--- src/hw/dct_pkg.sv ---
// 16-point DCT column package

package dct_pkg;

    // transform geometry
    localparam int N_POINTS = 16;
    localparam int N_PAIRS  = 8;

    // datapath widths
    localparam int SAMPLE_W = 11;
    localparam int BFLY_W   = 12;
    localparam int COS_W    = 8;
    localparam int ACC_W    = 22;
    localparam int COEF_W   = 12;

    // output scaling, row 0 takes the larger shift in block mode
    localparam int OUT_SHIFT      = 6;
    localparam int DC_BLOCK_SHIFT = 8;

    // butterfly + lane + round, one cycle each
    localparam int PIPE_LAT = 3;

    typedef logic signed [SAMPLE_W-1:0] sample_t;
    typedef logic signed [BFLY_W-1:0]   bfly_t;
    typedef logic signed [COS_W-1:0]    cos_t;
    typedef logic signed [ACC_W-1:0]    acc_t;
    typedef logic signed [COEF_W-1:0]   coef_t;

    // sample 0 sits in the top bits
    typedef struct packed {
        sample_t [0:N_POINTS-1] s;
    } sample_col_t;

    // sum[p] = x[p] + x[15-p], diff[p] = x[p] - x[15-p]
    typedef struct packed {
        bfly_t [0:N_PAIRS-1] sum;
        bfly_t [0:N_PAIRS-1] diff;
        logic                block_flag;
    } bfly_col_t;

    typedef struct packed {
        acc_t [0:N_POINTS-1] row;
    } acc_col_t;

    typedef struct packed {
        coef_t [0:N_POINTS-1] row;
    } coef_col_t;

    // cos(i*pi/32) scaled so that index 8 gives 32
    function automatic cos_t cos_base(input int idx);
        case (idx)
            1:       return cos_t'(45);
            2:       return cos_t'(44);
            3:       return cos_t'(43);
            4:       return cos_t'(42);
            5:       return cos_t'(40);
            6:       return cos_t'(38);
            7:       return cos_t'(35);
            8:       return cos_t'(32);
            9:       return cos_t'(29);
            10:      return cos_t'(25);
            11:      return cos_t'(21);
            12:      return cos_t'(17);
            13:      return cos_t'(13);
            14:      return cos_t'(9);
            15:      return cos_t'(4);
            // index 16 is cos(pi/2)
            default: return cos_t'(0);
        endcase
    endfunction

    // coefficient of row k applied to butterfly pair p
    function automatic cos_t cos_coef(input int k, input int p);
        int m;
        m = ((2 * p + 1) * k) % 64;
        // dc row is flat
        if (k == 0) begin
            return cos_t'(32);
        end
        // fold upper half onto 0..32
        if (m > 32) begin
            m = 64 - m;
        end
        // second quadrant is negative and mirrored around 16
        if (m > 16) begin
            return -cos_base(32 - m);
        end
        return cos_base(m);
    endfunction

endpackage
--- src/hw/dct_round.sv ---
// DCT output rounding and saturation

`timescale 1ns/1ns

module dct_round (
    input  logic                clk,
    input  logic                arst_n,
    input  logic                acc_valid,
    input  logic                block_flag_d,
    input  dct_pkg::acc_col_t   acc_in,
    output logic                out_valid,
    output dct_pkg::coef_col_t  x_k_out
);

    import dct_pkg::*;

    // 12-bit output range, held at accumulator width for the compare
    localparam acc_t COEF_MAX = acc_t'((2 ** (COEF_W - 1)) - 1);
    localparam acc_t COEF_MIN = -acc_t'(2 ** (COEF_W - 1));

    coef_col_t sat_col;

    // clamp a scaled row into the output range
    function automatic coef_t saturate(input acc_t val);
        if (val > COEF_MAX) begin
            return coef_t'(COEF_MAX);
        end
        if (val < COEF_MIN) begin
            return coef_t'(COEF_MIN);
        end
        return coef_t'(val);
    endfunction

    always_comb begin
        acc_t shifted;
        for (int k = 0; k < N_POINTS; k++) begin
            // dc row has two scalings, block mode drops two more bits
            if (k == 0 && block_flag_d) begin
                shifted = acc_in.row[k] >>> DC_BLOCK_SHIFT;
            end else begin
                shifted = acc_in.row[k] >>> OUT_SHIFT;
            end
            // arithmetic shift keeps the sign, then every row clamps
            sat_col.row[k] = saturate(shifted);
        end
    end

    always_ff @(posedge clk or negedge arst_n) begin
        if (!arst_n) begin
            out_valid <= 1'b0;
        end else begin
            out_valid <= acc_valid;
        end
    end

    // output column register
    always_ff @(posedge clk or negedge arst_n) begin
        if (!arst_n) begin
            x_k_out <= '0;
        end else if (acc_valid) begin
            x_k_out <= sat_col;
        end
    end

endmodule

--- config.mk ---
export PLATFORM = sky130hd
export DESIGN_NAME = dct_round
export DESIGN_NICKNAME = d
export VERILOG_FILES = /design/src/hw/dct_pkg.sv /design/src/hw/dct_round.sv
export SDC_FILE = /design/constraint.sdc
export NUM_CORES = 1
export LEC_CHECK = 0
export BUFFER_PORTS_ARGS = -buffer_cell sky130_fd_sc_hd__buf_2
export CAP_MARGIN = 0
export CORE_AREA = 3 3 214 216
export CTS_BUF_LIST = sky130_fd_sc_hd__clkbuf_8
export CTS_CLUSTER_SIZE = 20
export DETAILED_ROUTE_END_ITERATION = 16
export DIE_AREA = 0 0 217 219
export PLACE_DENSITY = 0.5
export SYNTH_ARGS = -nofsm -noshare
export SYNTH_HDL_FRONTEND = slang
export SYNTH_SLANG_ARGS = --single-unit
--- constraint.sdc ---
create_clock -name clk -period 1 [get_ports clk]
set_input_delay 0.3 -clock clk [delete_from_list [all_inputs] [get_ports clk]]
set_output_delay 0.3 -clock clk [all_outputs]
set_load 0.05 [all_outputs]
# After elaboration in Yosys (flattened, before gate mapping)
# Cells that the tools add are included.
[word_totals]
output_inout_bits = 193
reg_bits = 193
wordCells = 162
input_bits = 356
[op_classes]
magnitude_cmp = 32
mux = 113
[ops]
columns = ["cell", "n"]
rows = [
  ["$mux 12", 64],
  ["$gt 16x12->1 const B", 16],
  ["$lt 16x12->1 const B", 16],
  ["$mux 1", 48],
  ["$mux 15", 1],
]

# Longest topological paths before layout
[depth]
ltp_word = 6
ltp_mapped = 5
depth_no_buf = 4

# Least setup slack after synthesis
# OpenSTA, ideal clock, no wires.
[synth_timing]
path_type = "input port to flip-flop"
from = "input port acc_valid"
to = "register x_k_out[155] (netlist bit)"
stages = 3
slack_ps = -80
required_time_ps = 875
setup_ps = 125
path_buffers = 2
arrival_ps = 955
path_cell_list = "buf_4 buf_2 mux2_2"
[synth_rtl]
columns = ["item", "line", "rtl"]
rows = [
  ["start, declared", "dct_round.sv:8", "input logic acc_valid,"],
  ["end signal, assigned", "dct_round.sv:61", "x_k_out <= sat_col;"],
  ["end, declared", "dct_round.sv:12", "output dct_pkg::coef_col_t x_k_out"],
]
# No word-level cell between the ends.

# Worst setup path after layout
[layout_timing]
from = "register x_k_out[76] (netlist bit)"
to = "output port x_k_out[76] (netlist bit)"
# No word-level cell between the ends.

==> run metrics <==
worst relative slew slack 32.4%; WL final 35200 um; Worst Path Arrival 1.20 ns; Total GRT Usage 14.1%; share of layout cells above drive strength 1 43.9%; antenna-violating nets left 0; crit share post-route 150%; Starting Density 18.7%; Synth area leaders dfrtp_1, o22ai_1, nor2_1; post-synthesis register bit count around 190; fin util 36.4%; max incr delay on CP 0.47 ns; crit path kind reg -> out; unrepaired setup endpoints after global routing true; post-synth top area share 58.6%; worst path cell trace buf_6; EDFF count, synth 0; power density over the cells 1460 nW/um^2; main combinational cell family by area after synthesis compound AO/OA/AOI/OAI gates; Yosys top cell by area dfrtp_1; Sink Count 193; sequential area share after synthesis 58.6%; FILL cells roughly 4400; Startpoint Class flop; Synth Instances slightly below 900; pre-CTS WS -0.521 ns; CTS root buf clkbuf_8; reg2reg path depth 3; compound-cell area share of the yosys netlist between 10% and 20%; Netlist cell types 19; DRT iter0 DRCs 339; CTS buffer count 17; DIE AREA roughly 48000 um^2; worst hold path class in -> reg; Top FF cell, synth dfrtp_1; Worst-Margin Slew between 1 and 1.5 ns; synth-to-layout area growth 94.6%; Slowest cell on crit path dfrtp_1; input/output buffers approximately 450; kind of cell adding the most delay to the critical path flip-flops; Reg clk slew, reported paths around 0.10 ns; post-synthesis xor/xnor area fraction 0%; VDD IR max around 0.75 mV; MaxCap Viol Count 0; status finished with violations; top cells by count, synth dfrtp_1, nor2_1, inv_1, o22ai_1, buf_2; Core Footprint 44100 um^2; I/O pin total 549; Syn Area/Cell 9.42 um^2; Hold EP x_k_out[131]; setup violators final 232; Worst-Skew Late Latency 0.53 ns; initial antenna violation count 0; reg2reg start x_k_out[35]; HP Start acc_in[241]; via count 9224; Mapped Nets 1231; WL/cell 15.8 um; most frequent cell after synthesis dfrtp_1; critical path peak fanout 2; Worst Path Buf+Inv 1; CTS tree yes; synth warn 0; adder-cell share of the synthesized area 0%; synthesized area 8240 um^2; standard-cell rows 77; hpwl dp 24200 um; vias in the first global route 9880; WP data required roughly 0.70 ns; largest net degree at the start of global routing 35; grt ovf 0; CTS max path bufs 2; DRC viols 0; first-pass GRT wire length 52600 um; Final GP Congestion 0.825; WHS Path Cells 3; DRT Pass-1 Iters 4; final worst slack -0.505 ns; diode count 0; Worst setup EP type output port; Async S/R FF share, synth 100%; skew final 0 ns; Reg2Reg Setup Slack 0 ns; r2r endpoint x_k_out[35]; max-slew violation count 0; Leakage slightly below 8 nW; final hold violations 0; Via density 4.15; post-synthesis mux area share 3.52%; Simple-Gate Fraction of Synth Area 12.8%; # H-tree levels 4; Die Wd about 220 um; Die Span Y 219 um; Fmax approximately 660 MHz; nets 1974; failing checks setup timing; minimum clock period between 1.5 and 2 ns
-- logic make-up (layout without fill, tap and decap cells) --
group	Yosys count	after routing
flip-flops	193	193
AO/OA/AOI/OAI	180	180
AND/OR/NAND/NOR	254	254
buffers and inverters	221	976
multiplexers	27	27
-- per-layer routing --
layer  GRT usage, %  share of wire (%)  vias to the layer above
met4           6.54                3.7                        0
met3           5.00                7.4                       76
met5              0                  0                        -
met2           25.1                 51                      398
li1               -                  -                     4376
met1           14.9                 38                     4374
-- flip-flops by register name (all words and copies together) (netlist names) --
name / flops
x_k_out: 192
out_valid: 1
-- area by class of cell --
cell class	instances	area [um^2]	share of cell area (%)
clock buffers	18	248	1.54
clock inverters	13	136	0.850
inverters	165	619	3.86
multi-input cells	461	2830	17.7
flip-flops and latches	193	4830	30.1
well taps	592	741	4.62
repair buffers	780	6630	41.3
-- metrics by stage --
step           TNS [ns]  instances  power (mW)  instance area [um^2]  hold slack, ns
2_1_floorplan     -4.53        875        13.5                  8420         0.00441
3_3_place_gp     -51.40       1949        15.9                 11900           0.256
3_5_place_dp     -55.86       1949        16.0                 11900           0.257
4_1_cts          -99.94       2176        23.4                 15400         0.00314
5_1_grt          -95.63       2222        24.6                 16000          0.0520
6_report         -79.44       2222        23.5                 16000           0.116
-- placed cells by master, fill, tap and decap left out, types with 2 or more instances in the layout --
cell           count
o22ai_1          134
nand4_1           15
buf_2            259
clkinv_2           2
bufinv_16          2
dlygate4sd3_1    176
clkbuf_8          19
o22a_1            11
dfrtp_1          193
nor2_2            11
nand2_1           25
clkinvlp_4         2
buf_4            127
inv_1            167
inv_6              4
buf_12            17
nor2_1           179
nor2_4             3
nand2_2            5
mux2_2            16
nor4_2            15
o22ai_2           31
mux2i_1           11
buf_6            198
-- tightest hold or removal path, stage by stage --
cell and delay, ns:
buf_2 0.09, buf_4 0.10, mux2_2 0.13
-- how the worst max path moves through the flow --
stage	start	depth (start not counted)	to
floorplan	acc_in[20]	5	x_k_out[10]
global placement	acc_in[83]	5	x_k_out[41]
detailed placement	acc_in[84]	5	x_k_out[36]
CTS	x_k_out[76]	1	x_k_out[76]
global route	x_k_out[76]	1	x_k_out[76]
finish	x_k_out[76]	1	x_k_out[76]
-- power breakdown --
part | internal [mW] | switching (mW) | total, mW | leakage [nW]
clock | 2.27 | 3.07 | 5.34 | 0.199
combinational | 3.72 | 5.15 | 8.87 | 5.34
sequential | 8.61 | 0.638 | 9.24 | 2.38
-- what timing repair did --
item / in CTS / in global routing
gates cloned: 0 / 5
buffers inserted: 19 / 42
setup endpoints to repair: 193 / 250
hold endpoints to repair: 369 / 0
hold buffers: 177 / 0
resized for setup: 384 / 54
pin swaps: 0 / 13
No activity file was read; power rests on OpenSTA's default activity.
