`src/hw/dct_pkg.sv`:
```
// 16-point DCT column package

package dct_pkg;

    // transform geometry
    localparam int N_POINTS = 16;
    localparam int N_PAIRS  = 8;

    // datapath widths
    localparam int SAMPLE_W = 11;
    localparam int BFLY_W   = 12;
    localparam int COS_W    = 8;
    localparam int ACC_W    = 22;
    localparam int COEF_W   = 12;

    // output scaling, row 0 takes the larger shift in block mode
    localparam int OUT_SHIFT      = 6;
    localparam int DC_BLOCK_SHIFT = 8;

    // butterfly + lane + round, one cycle each
    localparam int PIPE_LAT = 3;

    typedef logic signed [SAMPLE_W-1:0] sample_t;
    typedef logic signed [BFLY_W-1:0]   bfly_t;
    typedef logic signed [COS_W-1:0]    cos_t;
    typedef logic signed [ACC_W-1:0]    acc_t;
    typedef logic signed [COEF_W-1:0]   coef_t;

    // sample 0 sits in the top bits
    typedef struct packed {
        sample_t [0:N_POINTS-1] s;
    } sample_col_t;

    // sum[p] = x[p] + x[15-p], diff[p] = x[p] - x[15-p]
    typedef struct packed {
        bfly_t [0:N_PAIRS-1] sum;
        bfly_t [0:N_PAIRS-1] diff;
        logic                block_flag;
    } bfly_col_t;

    typedef struct packed {
        acc_t [0:N_POINTS-1] row;
    } acc_col_t;

    typedef struct packed {
        coef_t [0:N_POINTS-1] row;
    } coef_col_t;

    // cos(i*pi/32) scaled so that index 8 gives 32
    function automatic cos_t cos_base(input int idx);
        case (idx)
            1:       return cos_t'(45);
            2:       return cos_t'(44);
            3:       return cos_t'(43);
            4:       return cos_t'(42);
            5:       return cos_t'(40);
            6:       return cos_t'(38);
            7:       return cos_t'(35);
            8:       return cos_t'(32);
            9:       return cos_t'(29);
            10:      return cos_t'(25);
            11:      return cos_t'(21);
            12:      return cos_t'(17);
            13:      return cos_t'(13);
            14:      return cos_t'(9);
            15:      return cos_t'(4);
            // index 16 is cos(pi/2)
            default: return cos_t'(0);
        endcase
    endfunction

    // coefficient of row k applied to butterfly pair p
    function automatic cos_t cos_coef(input int k, input int p);
        int m;
        m = ((2 * p + 1) * k) % 64;
        // dc row is flat
        if (k == 0) begin
            return cos_t'(32);
        end
        // fold upper half onto 0..32
        if (m > 32) begin
            m = 64 - m;
        end
        // second quadrant is negative and mirrored around 16
        if (m > 16) begin
            return -cos_base(32 - m);
        end
        return cos_base(m);
    endfunction

endpackage
```
`src/hw/dct_butterfly.sv`:
```
// DCT input butterfly

`timescale 1ns/1ns

module dct_butterfly (
    input  logic                clk,
    input  logic                arst_n,
    input  logic                in_valid,
    input  logic                block_flag,
    input  dct_pkg::sample_col_t x_in,
    output logic                bfly_valid,
    output dct_pkg::bfly_col_t  bfly_q
);

    import dct_pkg::*;

    bfly_col_t bfly_d;

    // pair sample n with its mirror 15-n
    always_comb begin
        for (int p = 0; p < N_PAIRS; p++) begin
            // sign-extend to 12 bits before adding so nothing wraps
            bfly_d.sum[p]  = bfly_t'(x_in.s[p]) + bfly_t'(x_in.s[N_POINTS-1-p]);
            bfly_d.diff[p] = bfly_t'(x_in.s[p]) - bfly_t'(x_in.s[N_POINTS-1-p]);
        end
        // flag rides along with its column
        bfly_d.block_flag = block_flag;
    end

    // valid strobe, one cycle behind the input
    always_ff @(posedge clk or negedge arst_n) begin
        if (!arst_n) begin
            bfly_valid <= 1'b0;
        end else begin
            bfly_valid <= in_valid;
        end
    end

    // column register, only loads on an accepted column
    always_ff @(posedge clk or negedge arst_n) begin
        if (!arst_n) begin
            bfly_q <= '0;
        end else if (in_valid) begin
            bfly_q <= bfly_d;
        end
    end

endmodule

```
`config.mk`:
```
export PLATFORM = sky130hd
export DESIGN_NAME = dct_butterfly
export DESIGN_NICKNAME = d
export VERILOG_FILES = /design/src/hw/dct_pkg.sv /design/src/hw/dct_butterfly.sv
export SDC_FILE = /design/constraint.sdc
export NUM_CORES = 1
export LEC_CHECK = 0
export ABC_AREA = 1
export BUFFER_PORTS_ARGS = -buffer_cell sky130_fd_sc_hd__buf_2
export CORE_ASPECT_RATIO = 1.2
export CORE_MARGIN = 1
export CORE_UTILIZATION = 30
export DETAILED_ROUTE_END_ITERATION = 7
export GPL_ROUTABILITY_DRIVEN = 0
export GPL_TIMING_DRIVEN = 1
export PLACE_DENSITY_LB_ADDON = 0.08
export SLEW_MARGIN = 20
export SYNTH_ARGS = -nofsm -noshare
export SYNTH_HDL_FRONTEND = slang
export SYNTH_SLANG_ARGS = --single-unit
```
`constraint.sdc`:
```
create_clock -name clk -period 0.8 [get_ports clk]
set_input_delay 0.12 -clock clk [delete_from_list [all_inputs] [get_ports clk]]
set_output_delay 0.12 -clock clk [all_outputs]
set_load 0.1 [all_outputs]
```
# Yosys cells after proc, flatten, opt, wreduce, memory -nomap -nowiden
# Cells that the tools add are included.
dict set report word_totals {
  regBits 194
  latch_bits 0
  mem_bits_rw 0
  mem_bits_ro 0
  inputBits 180
  output_inout_bits 194
  elab_cells 34
  n_memories 0
}
dict set report op_classes {
  addsub 16
  mul 0
  n_div 0
  order_cmp 0
  eq_ne 0
  shifts 0
  muxes 0
  n_bitwise 0
  reduce_logical 0
}
# operator n
set op_table {}
lappend op_table {{adder 11 x 11 -> 12 bit} 8}
lappend op_table {{subtractor 11 x 11 -> 12 bit} 8}

# Longest topological paths before layout
# Gate-level depths: netlist (run 1).
dict set report logic_depth {
  word_depth 1
  mapped_depth 14
  mapped_depth_nobuf 13
}

# Worst setup path after synthesis (run 1)
# OpenSTA, ideal clock, no wires.
dict set report synth_path {
  kind {register -> output}
  startpoint {register, netlist name bfly_q[13]}
  endpoint {output port bfly_q[109] in the netlist's numbering}
  arrival_ns 1.340
  required_ns 0.680
  setup_slack_ns -0.660
  stages_incl_launch_ff 2
  n_path_buf 1
  path_cell_list {dfrtp_1 > buf_4}
}
# item line
set synth_rtl {}
lappend synth_rtl {{to (decl)} dct_butterfly.sv:12} ;# output dct_pkg::bfly_col_t bfly_q

# Worst setup path after layout (run 1)
dict set report layout_path {
  startpoint {register bfly_q[25] in the netlist's numbering}
  endpoint {output port bfly_q[25] in the netlist's numbering}
}
# item line
set layout_rtl {}
lappend layout_rtl {{from (signal assigned)} dct_butterfly.sv:44} ;# bfly_q <= bfly_d;
# No word-level cell between the ends.

==> results of run 1 <==
==> power groups by stage <==
stage	Clock, W	Sequential, W	Combinational [W]
4_1_cts	0.00887	0.0133	0.0358
3_5_place_dp	0	0.0134	0.0332
5_1_grt	0.00910	0.0135	0.0404
3_3_place_gp	0	0.0135	0.0331
6_report	0.00848	0.0133	0.0384
2_1_floorplan	0	0.0237	0.00930
==> final cells by class <==
cell class / count / area [sq um]
Multi-Input combinational cell: 1894 / 15000
Clock inverter: 12 / 92.6
Tap cell: 720 / 901
Clock buffer: 19 / 443
Inverter: 404 / 1930
Fill cell: 4666 / 20800
Sequential cell: 186 / 4910
Timing Repair Buffer: 942 / 10900
==> kinds of logic (layout without fill, tap and decap cells) <==
family	count (synthesis)	count (layout)	synth area share (%)
AOI/OAI and AO/OA	296	296	9.58
adders and majority gates	192	192	15.1
xor gates and xnor gates	25	25	1.31
DFF	186	186	27.9
buffers and inverters	502	1377	12.4
and+or+nand+nor	1381	1381	33.7
==> worst paths after layout <==
| check | end | slack, ns | depth (start not counted) |
|---|---|---|---|
| min in group asynchronous | bfly_q[105] | 0.13 | 3 |
| max in group asynchronous | bfly_q[13] | 0.28 | 4 |
| worst max-delay path | bfly_q[25] | -0.55 | 1 |
| worst max register to register | bfly_q[27] | 0 | 3 |
| worst min register to register | bfly_q[12] | 0.52 | 2 |
| worst min-delay path | bfly_q[38] | -0.009 | 3 |
==> metal layers <==
layer  track usage (%)  vias to the layer above
li1                  -                     9764
met4              6.40                        6
met2              41.0                      474
met5                 0                        -
met1              28.4                     9493
met3              5.24                      117
==> per-stage QoR <==
stage	setup TNS, ns	cells	area [sq um]	utilization (%)	worst slack (ns)
finish	-95.21	4177	34100	62.1	-0.546
global route	-108.75	4177	34100	62.1	-0.598
CTS	-97.59	4121	31400	57.2	-0.601
detailed placement	-114.84	3990	27900	50.8	-0.884
global placement	-111.82	3990	27900	50.8	-0.832
floorplan	-57.98	2582	19700	-	-0.479
==> sequential cells by signal, summed over array words and instances, names as in the netlist <==
name and cells:
bfly_q 185, bfly_valid 1
==> synthesized netlist by cell type, drive strengths merged <==
library cell	n	share of area [%]
nor3	14	0.42
a21o	4	0.18
o21bai	32	1.4
buf	88	3.0
nand3	203	6.2
o21ai	145	4.3
or2	5	0.19
a21oi	105	3.2
inv	404	9.1
xor2	25	1.3
a31oi	10	0.37
nand2	876	20
nor2	237	5.3
fa	16	1.9
ha	176	13
nand3b	4	0.18
nand4	38	1.4
and2	4	0.15
dfrtp	186	28
clkbuf	10	0.28
==> what timing repair did <==
item	CTS	global route
hold endpoints to repair	198	1
setup buffers	90	61
setup endpoints to repair	339	341
resized for setup	623	620
gates cloned	0	0
pin swaps	356	420
==> flow_metrics.py, run 1 <==
metrics = {
    "detailed_routing": {
        "first_iter_violations": 874,
        "routed-wl-met2_microns": 34200,
        "viasPerCell": 4.75,
        "wl_met3_microns": 3660,
        "wl_microns": 67200,
        "drcViolationCount": 0,
        "routed-via-count": 19900,
        "wl_met1_microns": 27500,
        "antenna_left": 0,
        "top_signal_layer_used": "met5",
        "first_pass_iters": 5,
        "wl_per_cell_microns": 16.1,
    },
    "logic_synthesis": {
        "ys_seq_elements": 186,
        "ys_warn_count": 0,
        "syn_inst": 2582,
        "avgSynthCellArea_sq_um": 6.47,
        "syn-num-nets": 2954,
        "synthesis.area_sq_mm": 0.0167,
        "synth_cell_type_count": 31,
        "seq_area_frac_synth_pct": 27.9,
    },
    "die": {
        "initial_core_util_pct": 30.4,
        "die_width_microns": 217,
        "dieHeight_microns": 260,
        "die-area_sq_mm": 0.0566,
        "core-area_sq_mm": 0.0549,
        "ioPinCount": 374,
        "rows": 94,
    },
    "clocking": {
        "cts.sinks": 186,
        "numCtsBuffers": 17,
        "cts.reportedPaths.clkPinSlew_ns": 0.07,
        "clkLatencyLatePin_ns": 0.51,
        "cts_tree": "built",
        "htree_levels": 4,
        "cts_max_path_buffers": 2,
        "root_buffer": "clkbuf_16",
        "cts_hold_buf": 10,
    },
    "setup_path": {
        "cp_num_buf_inv": 1,
        "worstPathCellList": "buf_12",
        "crit_required_ns": 0.68,
        "cp_top_family": "flip-flops",
        "critPathLaunchType": "register",
        "criticalPathCategory": "register to output pin",
        "arrival_ns": 1.23,
        "critical-path-max-stage-delay_ns": 0.53,
        "startpoint": "bfly_q[25]",
        "cp-end-kind": "output pin",
        "crit_fanout": 3,
        "crit_slowest_cell": "dfrtp_4",
        "rr_startpoint": "bfly_q[27]",
    },
    "final_layout": {
        "area_growth_pct": 104,
        "num_antenna_cells": 0,
        "mostFrequentLayoutCell": "nand2_1",
        "layout_common_cells": "nand2_1, buf_4, nand2_2",
        "fin_nets": 3817,
        "drive_above_1_share_pct": 64.4,
    },
    "run_status": {
        "status": "complete, but fails checks",
        "violations": "hold timing, setup timing",
    },
    "power": {
        "total_power_w": 0.0602,
        "p_sw_w": 0.0293,
        "comb_power_share_pct": 63.8,
        "p_seq_share_pct": 22.1,
        "swShare_pct": 48.7,
        "internal_power_w": 0.0308,
        "ir_drop_mv": 1.29,
        "p_per_area_mw_per_mm2": 1760,
        "leakage_nw": 16.3,
        "p_clk_share_pct": 14.1,
    },
    "timing": {
        "tightest_slew_ns": 0.286,
        "finalHoldViolCount": 1,
        "rsz0062_at_grt": "true",
        "min_period_over_period_pct": 168,
        "final.setup.worst_slack_ns": -0.546,
        "setup_viol": 314,
        "fin_hold_ws_ns": -0.00932,
        "skew_ns": 0,
        "fin_crit_ns": 1.35,
        "maxSlewViolCount": 0,
        "max_freq_mhz": 743,
        "max_slew_margin_pct": 81.0,
    },
    "global_route": {
        "grt_pass1_wl_microns": 104000,
        "grt_overflow": 0,
        "grt_max_degree": 46,
        "grt_use_total_pct": 23.3,
        "grt_pass1_vias": 19900,
        "antenna_found_initial": 3,
    },
    "min_path": {
        "hold_class": "primary input to register",
        "min-delay-start": "x_in[45]",
    },
    "place": {
        "portBuffers": 373,
        "post-dp-hpwl_microns": 50900,
    },
    "run": {
        "cap_violations": 0,
    },
}
(Power assumes the default switching activity.)
==> inputs of run 2 (changes only) <==
Settings changed: RECOVER_POWER from default to 25.
==> run 2 against run 1 <==
  * Sequential power about the same
  * Clock skew unchanged
  * The run still ends with hold timing, setup timing left
  * Sequential cell count unchanged
  * Setup slack improved by 0.00061 ns
==> flow_metrics.py, run 2 (same netlist as run 1, synthesis figures left out) <==
metrics = {
    "run_status": {
        "status": "complete, but fails checks",
        "violations": "hold timing, setup timing",
    },
    "timing": {
        "finalHoldViolCount": 1,
        "fin_hold_ws_ns": -0.00797,
        "max_slew_margin_pct": 62.2,
        "setup_viol": 367,
        "skew_ns": 0,
        "max_freq_mhz": 743,
        "rsz0062_at_grt": "true",
        "maxSlewViolCount": 0,
        "tightest_slew_ns": 0.568,
        "fin_crit_ns": 1.35,
        "final.setup.worst_slack_ns": -0.545,
        "min_period_over_period_pct": 168,
    },
    "global_route": {
        "grt_overflow": 0,
        "met3_usage_pct": 5.24,
        "antenna_found_initial": 3,
        "met1_usage_pct": 28.4,
        "grt_pass1_wl_microns": 104000,
        "use_met2_pct": 41.0,
        "grt-busiest-layer": "met2",
        "grt_pass1_vias": 19900,
        "grt_max_degree": 46,
        "grt_use_total_pct": 23.3,
    },
    "setup_path": {
        "rr_endpoint": "bfly_q[27]",
        "path_depth": 1,
        "reg2reg_slack_ns": 0,
        "arrival_ns": 1.23,
        "criticalPathCategory": "register to output pin",
        "cp_num_buf_inv": 1,
        "reg2reg_depth": 3,
        "crit_slowest_cell": "dfrtp_4",
        "crit_path_end": "bfly_q[25]",
        "worstPathCellList": "buf_12",
        "crit_required_ns": 0.68,
        "startpoint": "bfly_q[25]",
        "critical-path-max-stage-delay_ns": 0.53,
        "crit_fanout": 3,
        "cp_top_family": "flip-flops",
        "critPathLaunchType": "register",
        "cp-end-kind": "output pin",
        "rr_startpoint": "bfly_q[27]",
    },
    "final_layout": {
        "regMostFlops": "bfly_q",
        "drive_above_1_share_pct": 64.3,
        "finalCoreUtilization_pct": 62.0,
        "mostFrequentLayoutCell": "nand2_1",
        "stdcell_count": 4177,
        "largest_register_ffs": 185,
        "num_antenna_cells": 0,
        "top_regs": "bfly_q x185, bfly_valid x1",
        "fin_nets": 3817,
        "layout_common_cells": "nand2_1, buf_4, nand2_2",
        "area_growth_pct": 104,
    },
    "place": {
        "portBuffers": 373,
        "pre_cts_ws_ns": -0.884,
        "dp.cells": 3990,
        "post-dp-hpwl_microns": 50900,
    },
    "power": {
        "leakage_nw": 16.2,
        "total_power_w": 0.0601,
        "p_per_area_mw_per_mm2": 1760,
        "ir_drop_mv": 1.29,
    },
    "detailed_routing": {
        "viasPerCell": 4.75,
        "wl_microns": 67200,
        "wl_per_cell_microns": 16.1,
        "first_pass_iters": 5,
        "antenna_left": 0,
        "drcViolationCount": 0,
        "first_iter_violations": 896,
        "routed-via-count": 19800,
    },
    "clocking": {
        "root_buffer": "clkbuf_16",
        "cts_hold_buf": 10,
        "clkLatencyLatePin_ns": 0.51,
        "cts.reportedPaths.clkPinSlew_ns": 0.07,
        "cts.sinks": 186,
        "htree_levels": 4,
        "numCtsBuffers": 17,
        "cts_tree": "built",
        "cts_max_path_buffers": 2,
    },
    "min_path": {
        "hold_class": "primary input to register",
    },
    "die": {
        "initial_core_util_pct": 30.4,
        "dieHeight_microns": 260,
        "core-area_sq_mm": 0.0549,
        "die-area_sq_mm": 0.0566,
        "ioPinCount": 374,
        "rows": 94,
        "die_width_microns": 217,
    },
    "run": {
        "cap_violations": 0,
    },
}
-- run 2: cell types whose count changed in the layout (fill, tap and decap cells not counted) --
cell,change
clkbuf_2,+1
buf_4,-1
clkbuf_8,-1
clkbuf_1,+2
buf_6,+1
clkbuf_4,+1
buf_12,-3
-- run 2: area by class of cell --
type	count	area [sq um]
clock buffer	19	443
clock inverter	12	92.6
fill	4675	20900
inverter	404	1930
multi-input combinational	1894	15000
sequential	186	4910
tap	720	901
timing repair buffer	942	10800
-- run 2: power breakdown --
group	internal (W)	total [W]	leakage [nW]	switching, W
combinational	0.0155	0.0384	14.0	0.0229
sequential	0.0113	0.0133	2.04	0.00199
clock	0.00406	0.00848	0.253	0.00442
total	0.0308	0.0601	16.2	0.0293
-- run 2: how the worst min path moves through the flow --
| stage | cells after the start | from | slack [ns] | to |
|---|---|---|---|---|
| 6_report | 3 | x_in[45] | -0.008 | bfly_q[38] |
| 3_5_place_dp | 2 | arst_n | 0.10 | bfly_q[191] |
| 4_1_cts | 3 | x_in[45] | -0.04 | bfly_q[38] |
| 3_3_place_gp | 2 | arst_n | 0.11 | bfly_q[191] |
| 2_1_floorplan | 0 | arst_n | -0.18 | bfly_q[100] |
| 5_1_grt | 3 | x_in[45] | -0.03 | bfly_q[38] |
-- run 2: timing repair --
action	in CTS	in global routing
endpoints found under the hold margin	198	1
pin swaps	356	420
endpoints found under the setup margin	339	341
gates resized for setup	623	620
buffers inserted	90	61
-- run 2: metrics by stage --
stage | setup TNS (ns) | area (sq um) | hold slack, ns
after global placement | -111.82 | 27900 | 0.106
after global routing | -119.41 | 34100 | -0.0317
after floorplan | -57.98 | 19700 | -0.176
after CTS | -97.59 | 31400 | -0.0421
after detailed placement | -114.84 | 27900 | 0.105
final | -98.74 | 34100 | -0.00797
-- run 2: routing by layer --
layer  part of all wire, %  vias up  wire length [microns]
li1                      -     9762                      -
met1                    41     9467                  27500
met2                    51      493                  34200
met3                   5.5      111                   3670
met4                   2.6        6                   1720
met5                 0.058        -                     39
