<file path="src/hw/dct_pkg.sv">
// 16-point DCT column package

package dct_pkg;

    // transform geometry
    localparam int N_POINTS = 16;
    localparam int N_PAIRS  = 8;

    // datapath widths
    localparam int SAMPLE_W = 11;
    localparam int BFLY_W   = 12;
    localparam int COS_W    = 8;
    localparam int ACC_W    = 22;
    localparam int COEF_W   = 12;

    // output scaling, row 0 takes the larger shift in block mode
    localparam int OUT_SHIFT      = 6;
    localparam int DC_BLOCK_SHIFT = 8;

    // butterfly + lane + round, one cycle each
    localparam int PIPE_LAT = 3;

    typedef logic signed [SAMPLE_W-1:0] sample_t;
    typedef logic signed [BFLY_W-1:0]   bfly_t;
    typedef logic signed [COS_W-1:0]    cos_t;
    typedef logic signed [ACC_W-1:0]    acc_t;
    typedef logic signed [COEF_W-1:0]   coef_t;

    // sample 0 sits in the top bits
    typedef struct packed {
        sample_t [0:N_POINTS-1] s;
    } sample_col_t;

    // sum[p] = x[p] + x[15-p], diff[p] = x[p] - x[15-p]
    typedef struct packed {
        bfly_t [0:N_PAIRS-1] sum;
        bfly_t [0:N_PAIRS-1] diff;
        logic                block_flag;
    } bfly_col_t;

    typedef struct packed {
        acc_t [0:N_POINTS-1] row;
    } acc_col_t;

    typedef struct packed {
        coef_t [0:N_POINTS-1] row;
    } coef_col_t;

    // cos(i*pi/32) scaled so that index 8 gives 32
    function automatic cos_t cos_base(input int idx);
        case (idx)
            1:       return cos_t'(45);
            2:       return cos_t'(44);
            3:       return cos_t'(43);
            4:       return cos_t'(42);
            5:       return cos_t'(40);
            6:       return cos_t'(38);
            7:       return cos_t'(35);
            8:       return cos_t'(32);
            9:       return cos_t'(29);
            10:      return cos_t'(25);
            11:      return cos_t'(21);
            12:      return cos_t'(17);
            13:      return cos_t'(13);
            14:      return cos_t'(9);
            15:      return cos_t'(4);
            // index 16 is cos(pi/2)
            default: return cos_t'(0);
        endcase
    endfunction

    // coefficient of row k applied to butterfly pair p
    function automatic cos_t cos_coef(input int k, input int p);
        int m;
        m = ((2 * p + 1) * k) % 64;
        // dc row is flat
        if (k == 0) begin
            return cos_t'(32);
        end
        // fold upper half onto 0..32
        if (m > 32) begin
            m = 64 - m;
        end
        // second quadrant is negative and mirrored around 16
        if (m > 16) begin
            return -cos_base(32 - m);
        end
        return cos_base(m);
    endfunction

endpackage
</file>
<file path="src/hw/dct_lane.sv">
// DCT row lane

`timescale 1ns/1ns

module dct_lane #(
    parameter int ROW = 0
) (
    input  logic               clk,
    input  logic               arst_n,
    input  logic               bfly_valid,
    input  dct_pkg::bfly_col_t bfly_q,
    output logic               acc_valid,
    output dct_pkg::acc_t      acc_q
);

    import dct_pkg::*;

    // even rows see the symmetric part, odd rows the antisymmetric part
    localparam bit ODD_ROW = (ROW % 2) != 0;

    acc_t dot;

    // eight constant multiplies, recoding left to synthesis
    always_comb begin
        acc_t term;
        acc_t coef;
        dot = '0;
        for (int p = 0; p < N_PAIRS; p++) begin
            // pick the butterfly output this row needs
            term = ODD_ROW ? acc_t'(bfly_q.diff[p]) : acc_t'(bfly_q.sum[p]);
            // row 0 gives 32 on every pair
            coef = acc_t'(cos_coef(ROW, p));
            dot  = dot + term * coef;
        end
    end

    always_ff @(posedge clk or negedge arst_n) begin
        if (!arst_n) begin
            acc_valid <= 1'b0;
        end else begin
            acc_valid <= bfly_valid;
        end
    end

    // hold the last result between columns
    always_ff @(posedge clk or negedge arst_n) begin
        if (!arst_n) begin
            acc_q <= '0;
        end else if (bfly_valid) begin
            acc_q <= dot;
        end
    end

endmodule

</file>
<file path="config.mk">
export PLATFORM = sky130hd
export DESIGN_NAME = dct_lane
export DESIGN_NICKNAME = d
export VERILOG_FILES = /design/src/hw/dct_pkg.sv /design/src/hw/dct_lane.sv
export SDC_FILE = /design/constraint.sdc
export NUM_CORES = 1
export LEC_CHECK = 0
export ABC_CLOCK_PERIOD_IN_PS = 900
export BUFFER_PORTS_ARGS = -buffer_cell sky130_fd_sc_hd__buf_2
export CAP_MARGIN = 20
export CORE_UTILIZATION = 35
export DETAILED_ROUTE_END_ITERATION = 7
export HOLD_SLACK_MARGIN = 0.06
export PLACE_DENSITY_LB_ADDON = 0.15
export REMOVE_ABC_BUFFERS = 1
export SLEW_MARGIN = 20
export SYNTH_ARGS = -nofsm -noshare
export SYNTH_HDL_FRONTEND = slang
export SYNTH_SLANG_ARGS = --single-unit
</file>
<file path="constraint.sdc">
create_clock -name clk -period 0.9 [get_ports clk]
set_input_delay 0.09 -clock clk [delete_from_list [all_inputs] [get_ports clk]]
set_output_delay 0.09 -clock clk [all_outputs]
set_load 0.02 [all_outputs]
</file>
# [Word-level counts from Yosys, hierarchy flattened]
# Index checks and enable logic that the tools add are counted.
[word_totals] ff_bits=23 inputBits=196 out_inout_bits=23 wordCells=9
[op_classes] add_sub_neg=7
[ops] cell="$add 22x17->22" count=2
[ops] cell="$add 21x17->22" count=1
[ops] cell="$add 20x17->21" count=1
[ops] cell="$add 19x17->20" count=1
[ops] cell="$add 18x17->19" count=1
[ops] cell="$add 17x17->18" count=1

# [Depth between registers and ports, before layout]
# Gate-level depths: netlist of run 1.
[depth] depth_word=7 ltp_mapped=16 mapped_depth_nobuf=16

# [Least setup slack after synthesis of run 1]
# OpenSTA, ideal clock, no wires.
[synth_path] path_kind="in2reg" startpoint="input port bfly_q[103] (netlist bit)" endpoint="register acc_q[16]" setup_ps=104 arrival_time_ps=3787 required_time_ps=796 setup_slack_ps=-2991 path_stages=14 n_path_buf=0 cell_sequence="inv_1 fa_1 inv_1 fa_1 fa_1 inv_1 fa_1 inv_1 ha_1 a21o_1 a31o_4 o211ai_2 or4b_1 o311ai_1"
[synth_via] elab_chain_len=1
[synth_rtl] element="start, declared" line="dct_lane.sv:11" text="input dct_pkg::bfly_col_t bfly_q,"
[synth_rtl] element="$add 22x17->22" line="dct_lane.sv:33" text="dot = dot + term * coef;"
[synth_rtl] element="end signal, assigned" line="dct_lane.sv:50" text="acc_q <= dot;"
[synth_rtl] element="end, declared" line="dct_lane.sv:13" text="output dct_pkg::acc_t acc_q"
# Every way passes these cells.
# A chain may end at the register's enable or synchronous reset.

# [Worst setup path after layout of run 1]
[layout_path] startpoint="input port bfly_q[159] (netlist bit)" endpoint="register acc_q[17]"
[layout_via] elab_chain_len=6
[layout_rtl] element="$add 18x17->19" line="dct_lane.sv:33"
[layout_rtl] element="$add 19x17->20" line="dct_lane.sv:33"
[layout_rtl] element="$add 20x17->21" line="dct_lane.sv:33"
[layout_rtl] element="$add 21x17->22" line="dct_lane.sv:33"
[layout_rtl] element="$add 22x17->22 (2 in series)" line="dct_lane.sv:33"
# Every way passes these cells.

==> flow_results.org, run 1 <==
** Run status
- The run finished, with violations left.
- The final reports fail on setup timing.

** Die
- For this configuration, the core starts out at a cell density of 0.363.
- The region available for standard cell placement spans 9860 sq um.
- Measured along the x axis, the die boundary spans 103 um.
- From bottom edge to top edge, the die measures 103 um.
- Number of standard-cell rows in the floorplan :: 36
- The floorplan step defined a die boundary enclosing 10600 sq um.
- # IOs :: between 200 and 250

** Routing
- For this run, design rule violations remaining after detail routing come to 0.
- Wire length per cell after detailed routing :: a little over 10 um
- Total wire length after detailed routing :: 7.15 mm
- Vias per inst :: roughly 4.2
- Iteration-0 DRC count of the detailed router :: 51
- The routed layout has just under 3000 vias.
- First-pass iteration count of the detailed router :: 4
- DRT antenna net count :: 0

** Global routing
- Total global routing overflow :: 0
- Via count of the first global-routing pass :: 3146
- For this run, the total global-route usage over all layers was measured as 0.146.
- The first global-routing pass estimated 12.5 mm of wire.
- The number of antenna violations at the first check in global routing is 0.
- Entering global routing, the biggest net connects 19 pins.

** Timing
- The number of endpoints with negative hold slack in the final report is 0.
- Post-layout worst setup margin :: -2.66 ns
- Of the available clock period, the critical path in the final layout requires 3.95.
- Unrepaired setup endpoints after global routing :: yes
- Final Skew :: 0 ns
- Post-route worst hold slack :: 0.132 ns
- Peak clock frequency supported by timing :: 281 MHz
- Setup violations remaining at the end of the flow were counted as 19.
- Clock period minus worst slack :: 3.56 ns
- Final number of max-transition violations :: 0
- For the final routed database, the setup TNS stands at -38.82 ns.

** Synthesis
- Seq cells post-synth :: 18
- Syn Inst Count :: 394
- Netlist Area Pre-Place :: 3580 sq um
- Among all flip-flop cells after synthesis, the most frequent one is sky130_fd_sc_hd__dfrtp_1.
- During synthesis, Yosys emitted a total of 0 warnings.
- Fraction of registers with async set or reset after synthesis :: 1.00
- Sorting the synthesized cells by area gives the leading types as sky130_fd_sc_hd__fa_1 42%, sky130_fd_sc_hd__inv_1 19%, sky130_fd_sc_hd__dfrtp_1 13%, sky130_fd_sc_hd__ha_1 5.9%, sky130_fd_sc_hd__mux2_2 1.9%.
- Of the post-synthesis cell area, the dominant cell type holds 0.425.
- Unique cell type count in the Yosys netlist :: 44
- Part of the Yosys area used for sequential elements :: 0.126
- In this run the mean area of a mapped cell was ~9.1 sq um.
- Number of enable-type register cells in the synthesized netlist :: 0
- The largest total area in the synthesized netlist belongs to sky130_fd_sc_hd__fa_1.

** CTS
- The clock net in this run drives a total of 18 sinks.
- In this run the clock root is driven by a sky130_fd_sc_hd__clkbuf_8.
- In this run, CTS created clock tree buffers numbering 3.
- Max H-tree Level :: 1
- The clock passes through at most 2 buffers.
- Clock transition at the registers of the reported paths :: 0.08 ns
- Clock tree from TritonCTS :: built
- Latest clock arrival within the worst-skew pair :: between 0.2 and 0.3 ns

** Pwr
- Static Leak :: 2.92 nW
- After layout, the design draws a total of 23.0 mW.
- The worst-case IR drop observed on VDD is 0.00179 V.
- In this run the power density over the cells is 4390 nW/um^2.

** Place
- Port buffering added 116 buffers.
- Final RePlAce weighted congestion :: 0.775
- The HPWL after detailed placement is 6.17 mm.
- Timing analysis after detailed placement gives a worst setup slack of -3.21 ns.

** Critical path
- Required time of the critical path :: roughly 1.1 ns
- Critical-path maximum fanout :: 5
- Setup slack on the worst flop-to-flop path :: -0.06 ns
- Startpoint-to-endpoint class of the critical path :: in -> reg
- The endpoint identified for the worst register-to-register timing path is acc_q[17].
- Reg-to-Reg Start :: acc_q[17]
- Number of cells on the worst reg-to-reg path :: 2
- STA classifies the critical path endpoint as a register.
- The worst setup path is launched from an input pin.
- STA puts the critical path data arrival time at 3.70 ns.

** Finish
- Measured on the finished design, the core utilization comes to 0.530.
- Of the cells placed in the final design, the portion with a size suffix greater than 1 is 0.437.
- Net total in the final layout :: 853
- Number of antenna repair diodes :: 0
- Leaving out fill and tap cells, the most frequent cell in the layout is sky130_fd_sc_hd__inv_1.
- Most frequent cells in the layout :: 148 x sky130_fd_sc_hd__inv_1, 91 x sky130_fd_sc_hd__buf_2, 73 x sky130_fd_sc_hd__fa_1
- From synthesis to final layout, the design area changed by 45.9%.

** Hold path
- Terminating pin of the worst hold path :: acc_valid
- Hold path start :: bfly_valid
- The min-delay analysis places its worst path in the category in -> reg.
- Hold Path Cell Cnt :: 2

** Run
- Across the run, the number of max-cap violations was 0.
## final cells by class
class                      instances  area [sq um]
sequential                        18           450
multi-input combinational        194          2720
tap                              133           166
fill                             948          4640
inverter                         177           667
timing repair buffer             170          1170
clock buffer                       4          55.1
## sequential cells by signal, summed over array words and instances (netlist names)
register / cells
acc_q: 17
acc_valid: 1
## metal layers
metal,GRT usage,part of all wire,vias up
met5,0,0,-
met4,0.0303,0.0048,0
met3,0.0108,0.044,2
met2,0.297,0.55,77
met1,0.166,0.40,1354
li1,-,-,1463
## where the power goes
part / internal [mW] / leakage [nW] / switching (mW)
logic: 11.1 / 2.67 / 9.61
registers: 1.29 / 0.215 / 0.295
clock network: 0.389 / 0.0288 / 0.286
total: 12.8 / 2.92 / 10.2
## critical path: stages
cell and delay, ns:
sky130_fd_sc_hd__buf_6 0.07, sky130_fd_sc_hd__inv_2 0.03, sky130_fd_sc_hd__fa_1 0.54, sky130_fd_sc_hd__inv_2 0.04, sky130_fd_sc_hd__fa_1 0.48, sky130_fd_sc_hd__fa_1 0.51, sky130_fd_sc_hd__inv_2 0.04, sky130_fd_sc_hd__fa_1 0.49
sky130_fd_sc_hd__inv_2 0.05, sky130_fd_sc_hd__ha_4 0.16, sky130_fd_sc_hd__inv_2 0.06, sky130_fd_sc_hd__fa_2 0.22, sky130_fd_sc_hd__nor2b_2 0.05, sky130_fd_sc_hd__o2111a_2 0.28, sky130_fd_sc_hd__o21ai_4 0.21, sky130_fd_sc_hd__a211oi_2 0.10
sky130_fd_sc_hd__a311o_1 0.27
## logic make-up (layout without fill, tap and decap cells)
| group | after synthesis | in the layout | share of synthesized area |
|---|---|---|---|
| buffers and inverters | 186 | 351 | 0.202 |
| flip-flops | 18 | 18 | 0.126 |
| AND/OR/NAND/NOR | 45 | 45 | 0.0691 |
| XOR/XNOR | 3 | 3 | 0.00733 |
| multiplexers | 6 | 6 | 0.0189 |
| AO/OA/AOI/OAI | 42 | 42 | 0.0918 |
| other | 1 | 5 | 0.00105 |
| adder cells (fa/ha/maj) | 93 | 93 | 0.484 |
## stage by stage
stage               cells  instance area [sq um]
floorplan             389                   3540
global placement      684                   4630
detailed placement    684                   4630
CTS                   694                   5050
global route          696                   5230
finish                696                   5230
## cells in the mapped netlist, types with 2 or more instances
| cell type | number |
|---|---|
| sky130_fd_sc_hd__nor2b_1 | 2 |
| sky130_fd_sc_hd__nand4_1 | 4 |
| sky130_fd_sc_hd__a311o_1 | 2 |
| sky130_fd_sc_hd__nand2_1 | 8 |
| sky130_fd_sc_hd__clkbuf_1 | 2 |
| sky130_fd_sc_hd__fa_1 | 76 |
| sky130_fd_sc_hd__nand3_1 | 6 |
| sky130_fd_sc_hd__a211oi_1 | 2 |
| sky130_fd_sc_hd__o21ai_0 | 3 |
| sky130_fd_sc_hd__nor2_1 | 3 |
| sky130_fd_sc_hd__buf_4 | 7 |
| sky130_fd_sc_hd__o31ai_1 | 2 |
| sky130_fd_sc_hd__a21o_1 | 4 |
| sky130_fd_sc_hd__ha_1 | 17 |
| sky130_fd_sc_hd__o2111ai_1 | 3 |
| sky130_fd_sc_hd__a21oi_1 | 7 |
| sky130_fd_sc_hd__nor3_1 | 6 |
| sky130_fd_sc_hd__xnor2_1 | 3 |
| sky130_fd_sc_hd__nor4_1 | 3 |
| sky130_fd_sc_hd__dfrtp_1 | 18 |
| sky130_fd_sc_hd__and3_1 | 3 |
| sky130_fd_sc_hd__mux2_2 | 6 |
| sky130_fd_sc_hd__or3_1 | 4 |
| sky130_fd_sc_hd__o21a_1 | 4 |
| sky130_fd_sc_hd__and2_1 | 2 |
| sky130_fd_sc_hd__inv_1 | 177 |
| sky130_fd_sc_hd__a31oi_1 | 2 |
| sky130_fd_sc_hd__a211o_1 | 2 |
## how the worst max path moves through the flow
stage	start	slack (ns)	to
after floorplan	bfly_q[103]	-2.99	acc_q[16]
after global placement	bfly_q[100]	-3.15	acc_q[16]
final	bfly_q[159]	-2.66	acc_q[17]
after CTS	bfly_q[160]	-2.66	acc_q[16]
after global routing	bfly_q[100]	-2.80	acc_q[16]
after detailed placement	bfly_q[103]	-3.21	acc_q[16]
## repair_timing
action / in CTS / in global routing
endpoints found under the hold margin: 18 / 0
pin swaps: 78 / 34
setup endpoints to repair: 25 / 33
gates resized for setup: 82 / 45
hold buffers: 1 / 0
buffers inserted: 5 / 3
(Power assumes the default switching activity.)
==> run 2: changes to the inputs <==
Settings changed: ABC_CLOCK_PERIOD_IN_PS 900 to 3400.
Clock period 0.9 ns to 3.4 ns, I/O delays scaled along.
==> flow_results.org, run 2 (same netlist as run 1, synthesis figures left out) <==
** Die
- The core region is roughly 9900 sq um.
- Full die area :: 10600 sq um
- Pin placement for this block handled 219 I/O pins.
- Die Span Y :: between 100 and 150 um
- The floorplan has 36 rows.
- Die Span X :: 103 um
- Initial standard-cell utilization of the core :: 0.363

** Timing
- Post-layout worst setup margin :: -0.441 ns
- Setup repair after global routing could not meet its margin everywhere.
- The smallest clock period supported by the final layout is computed as 3.84 ns.
- Peak clock frequency supported by timing :: 260 MHz
- At the pin with the least slew margin, the transition time is 0.725 ns.
- Number of setup violations in the final report :: 13
- Final Skew :: 0 ns
- In this run the tightest slew margin relative to its limit is 0.516.
- Post-route worst hold slack :: roughly 0.43 ns
- The number of endpoints with negative hold slack in the final report was 0.
- Of the available clock period, the critical path in the final layout requires 1.13.
- In the final timing run, aggregate negative setup slack is -4.31 ns.
- Final number of max-transition violations :: 0

** Finish
- Number of antenna repair diodes :: 0
- The largest registers in the layout are acc_q: 17 flops, acc_valid: 1 flops.
- Share of cells above drive strength 1 :: 0.405
- After the flow finishes, the layout carries non-filler instances totaling 688.
- Counting the fill cells in the layout gives 1002.
- After the last flow step, the layout net total stands at roughly 850.
- The top cell types in the final layout, fill and taps aside, are 159 x sky130_fd_sc_hd__inv_1, 111 x sky130_fd_sc_hd__buf_2, 75 x sky130_fd_sc_hd__fa_1.
- Register bank with the most flops :: acc_q
- The area growth from synthesis to layout is 39.6%.
- Design Area, Final :: 5000 sq um
- Leaving out fill and tap cells, the most frequent cell in the layout is sky130_fd_sc_hd__inv_1.
- Max reg flops :: 17
- End-of-flow core utilization :: 0.507

** CTS
- Clock-pin slew was measured on the worst setup and hold paths at 0.08 ns.
- The tree built by TritonCTS fans out to 18 sinks.
- At the later pin of the worst-skew pair, clock insertion delay measures roughly 0.25 ns.
- Max H-tree Level :: 1
- Clock tree from TritonCTS :: built
- Maximum clock path buffer count :: 2
- CTS buffer count :: 3
- CTS placed an instance of sky130_fd_sc_hd__clkbuf_8 at the clock tree root.

** Place
- Before CTS, the worst setup slack after placement is -0.994 ns.
- Final RePlAce weighted congestion :: about 0.75
- Half-perimeter wire length after detailed placement :: around 6.0 mm
- Number of buffer cells added on primary ports :: approximately 120
- Placed instance area :: 4560 sq um
- Cells after DPL :: 674

** Global routing
- The number of antenna violations at the first check in global routing was 0.
- Most used routing layer :: met2
- Total global routing overflow :: 0
- Global Route Usage Sum :: 0.150
- Entering global routing, the biggest net connects 25 pins.
- In the global route stage, met2 resource usage came out at 0.300.
- Met1 Use GR :: 0.179
- The first global-routing pass estimated 12.8 mm of wire.
- Met3 Usage GRT :: 0.00739
- Via count of the first global-routing pass :: 3115

** Critical path
- On the critical path, the stage with the largest delay is an instance of sky130_fd_sc_hd__fa_1.
- Worst setup path startpoint :: bfly_q[124]
- Along the worst path, the maximum fanout reaches 4.
- STA classifies the critical path endpoint as a register.
- Reg-to-Reg Start :: acc_q[17]
- Setup slack on the worst flop-to-flop path :: 2.45 ns
- Type of element launching the critical path :: input pin
- Most frequent cell on the critical path :: sky130_fd_sc_hd__fa_1
- CP Data Arrival Time :: 4.00 ns
- Ordered list of cells on the worst path :: buf_6 > inv_2 > fa_1 > inv_2 > fa_1 > fa_1 > inv_1 > fa_1 > inv_1 > ha_1 > a21o_1 > and4_4 > o211ai_2 > or4b_1 > o311ai_1
- For this run, the slowest stage of the critical path takes 0.55 ns.
- Required time of the critical path :: around 3.6 ns
- The worst setup path is of the in -> reg kind.

** Routing
- After detailed routing, the number of remaining DRC violations is 0.
- Dividing the detail-routed via count by the number of cells gives 4.24.
- Wire length per cell after detailed routing :: 10.2 um
- The first detailed-routing pass ran for 4 iterations.
- DRT antenna net count :: 0
- Iteration-0 DRC count of the detailed router :: slightly above 70
- Total vias in the final route :: 2915
- Total wire length after detailed routing :: 7.04 mm

** Pwr
- Sequential power share :: 0.067
- Peak ir drop on the vdd network :: 0.000472 V
- Internal power component :: 3.20 mW
- Of the total power, the share spent switching nets is 0.456.
- Static Leak :: 2.83 nW
- For this design the ratio of total power to cell area is 1170 nW/um^2.
- Share of power burned in the clock network :: 0.030
- Switching power of the nets :: 2.68 mW
- The share of total power dissipated in combinational logic is 0.903.
- The completed layout was analyzed and its total power is 5.88 mW.

** Hold path
- The worst hold path begins at bfly_valid.
- The path class of the tightest hold or removal check is in -> reg.

** Run
- Max-cap violations in this run came to 0.

** Run status
- Violated checks :: setup timing
- Status :: finished, violations left
run 2: timing repair:
action,4_1_cts,5_1_grt
hold buffers,1,0
gates resized for setup,53,18
setup buffers,7,3
pin swaps,72,22
endpoints found under the hold margin,18,0
cloned,0,0
endpoints found under the setup margin,14,14
run 2: final cells by class:
type | instances | area [sq um] | share of cell area
multi-input cells | 194 | 2690 | 0.538
repair buffers | 162 | 975 | 0.195
inverters | 177 | 664 | 0.133
flip-flops and latches | 18 | 450 | 0.0901
well taps | 133 | 166 | 0.0333
clock buffers | 4 | 55.1 | 0.0110
run 2: path summary, 6_finish.rpt:
path / depth (start not counted) / endpoint
min: 1 / acc_valid
max reg2reg: 2 / acc_q[17]
min in group asynchronous: 2 / acc_q[10]
max in group asynchronous: 2 / acc_q[19]
min reg2reg: 1 / acc_q[12]
max: 15 / acc_q[16]
run 2: power groups by stage:
stage | logic (mW) | registers, mW | clock network, mW
6_report | 5.30 | 0.393 | 0.178
3_5_place_dp | 4.16 | 0.398 | 0
3_3_place_gp | 4.12 | 0.397 | 0
2_1_floorplan | 2.50 | 0.520 | 0
4_1_cts | 5.11 | 0.396 | 0.183
5_1_grt | 5.93 | 0.411 | 0.195
run 2: critical path, delay by kind of cell:
kind,cells,cell delay (ns)
fa+ha+maj,5,2.33
simple gates,2,0.62
compound gates,3,0.45
buf+inv,5,0.25
run 2: metal layers:
layer  part of all wire  wire [um]
met1               0.40       2840
met2               0.55       3840
met3              0.044        310
met5                  0          0
met4             0.0071         50
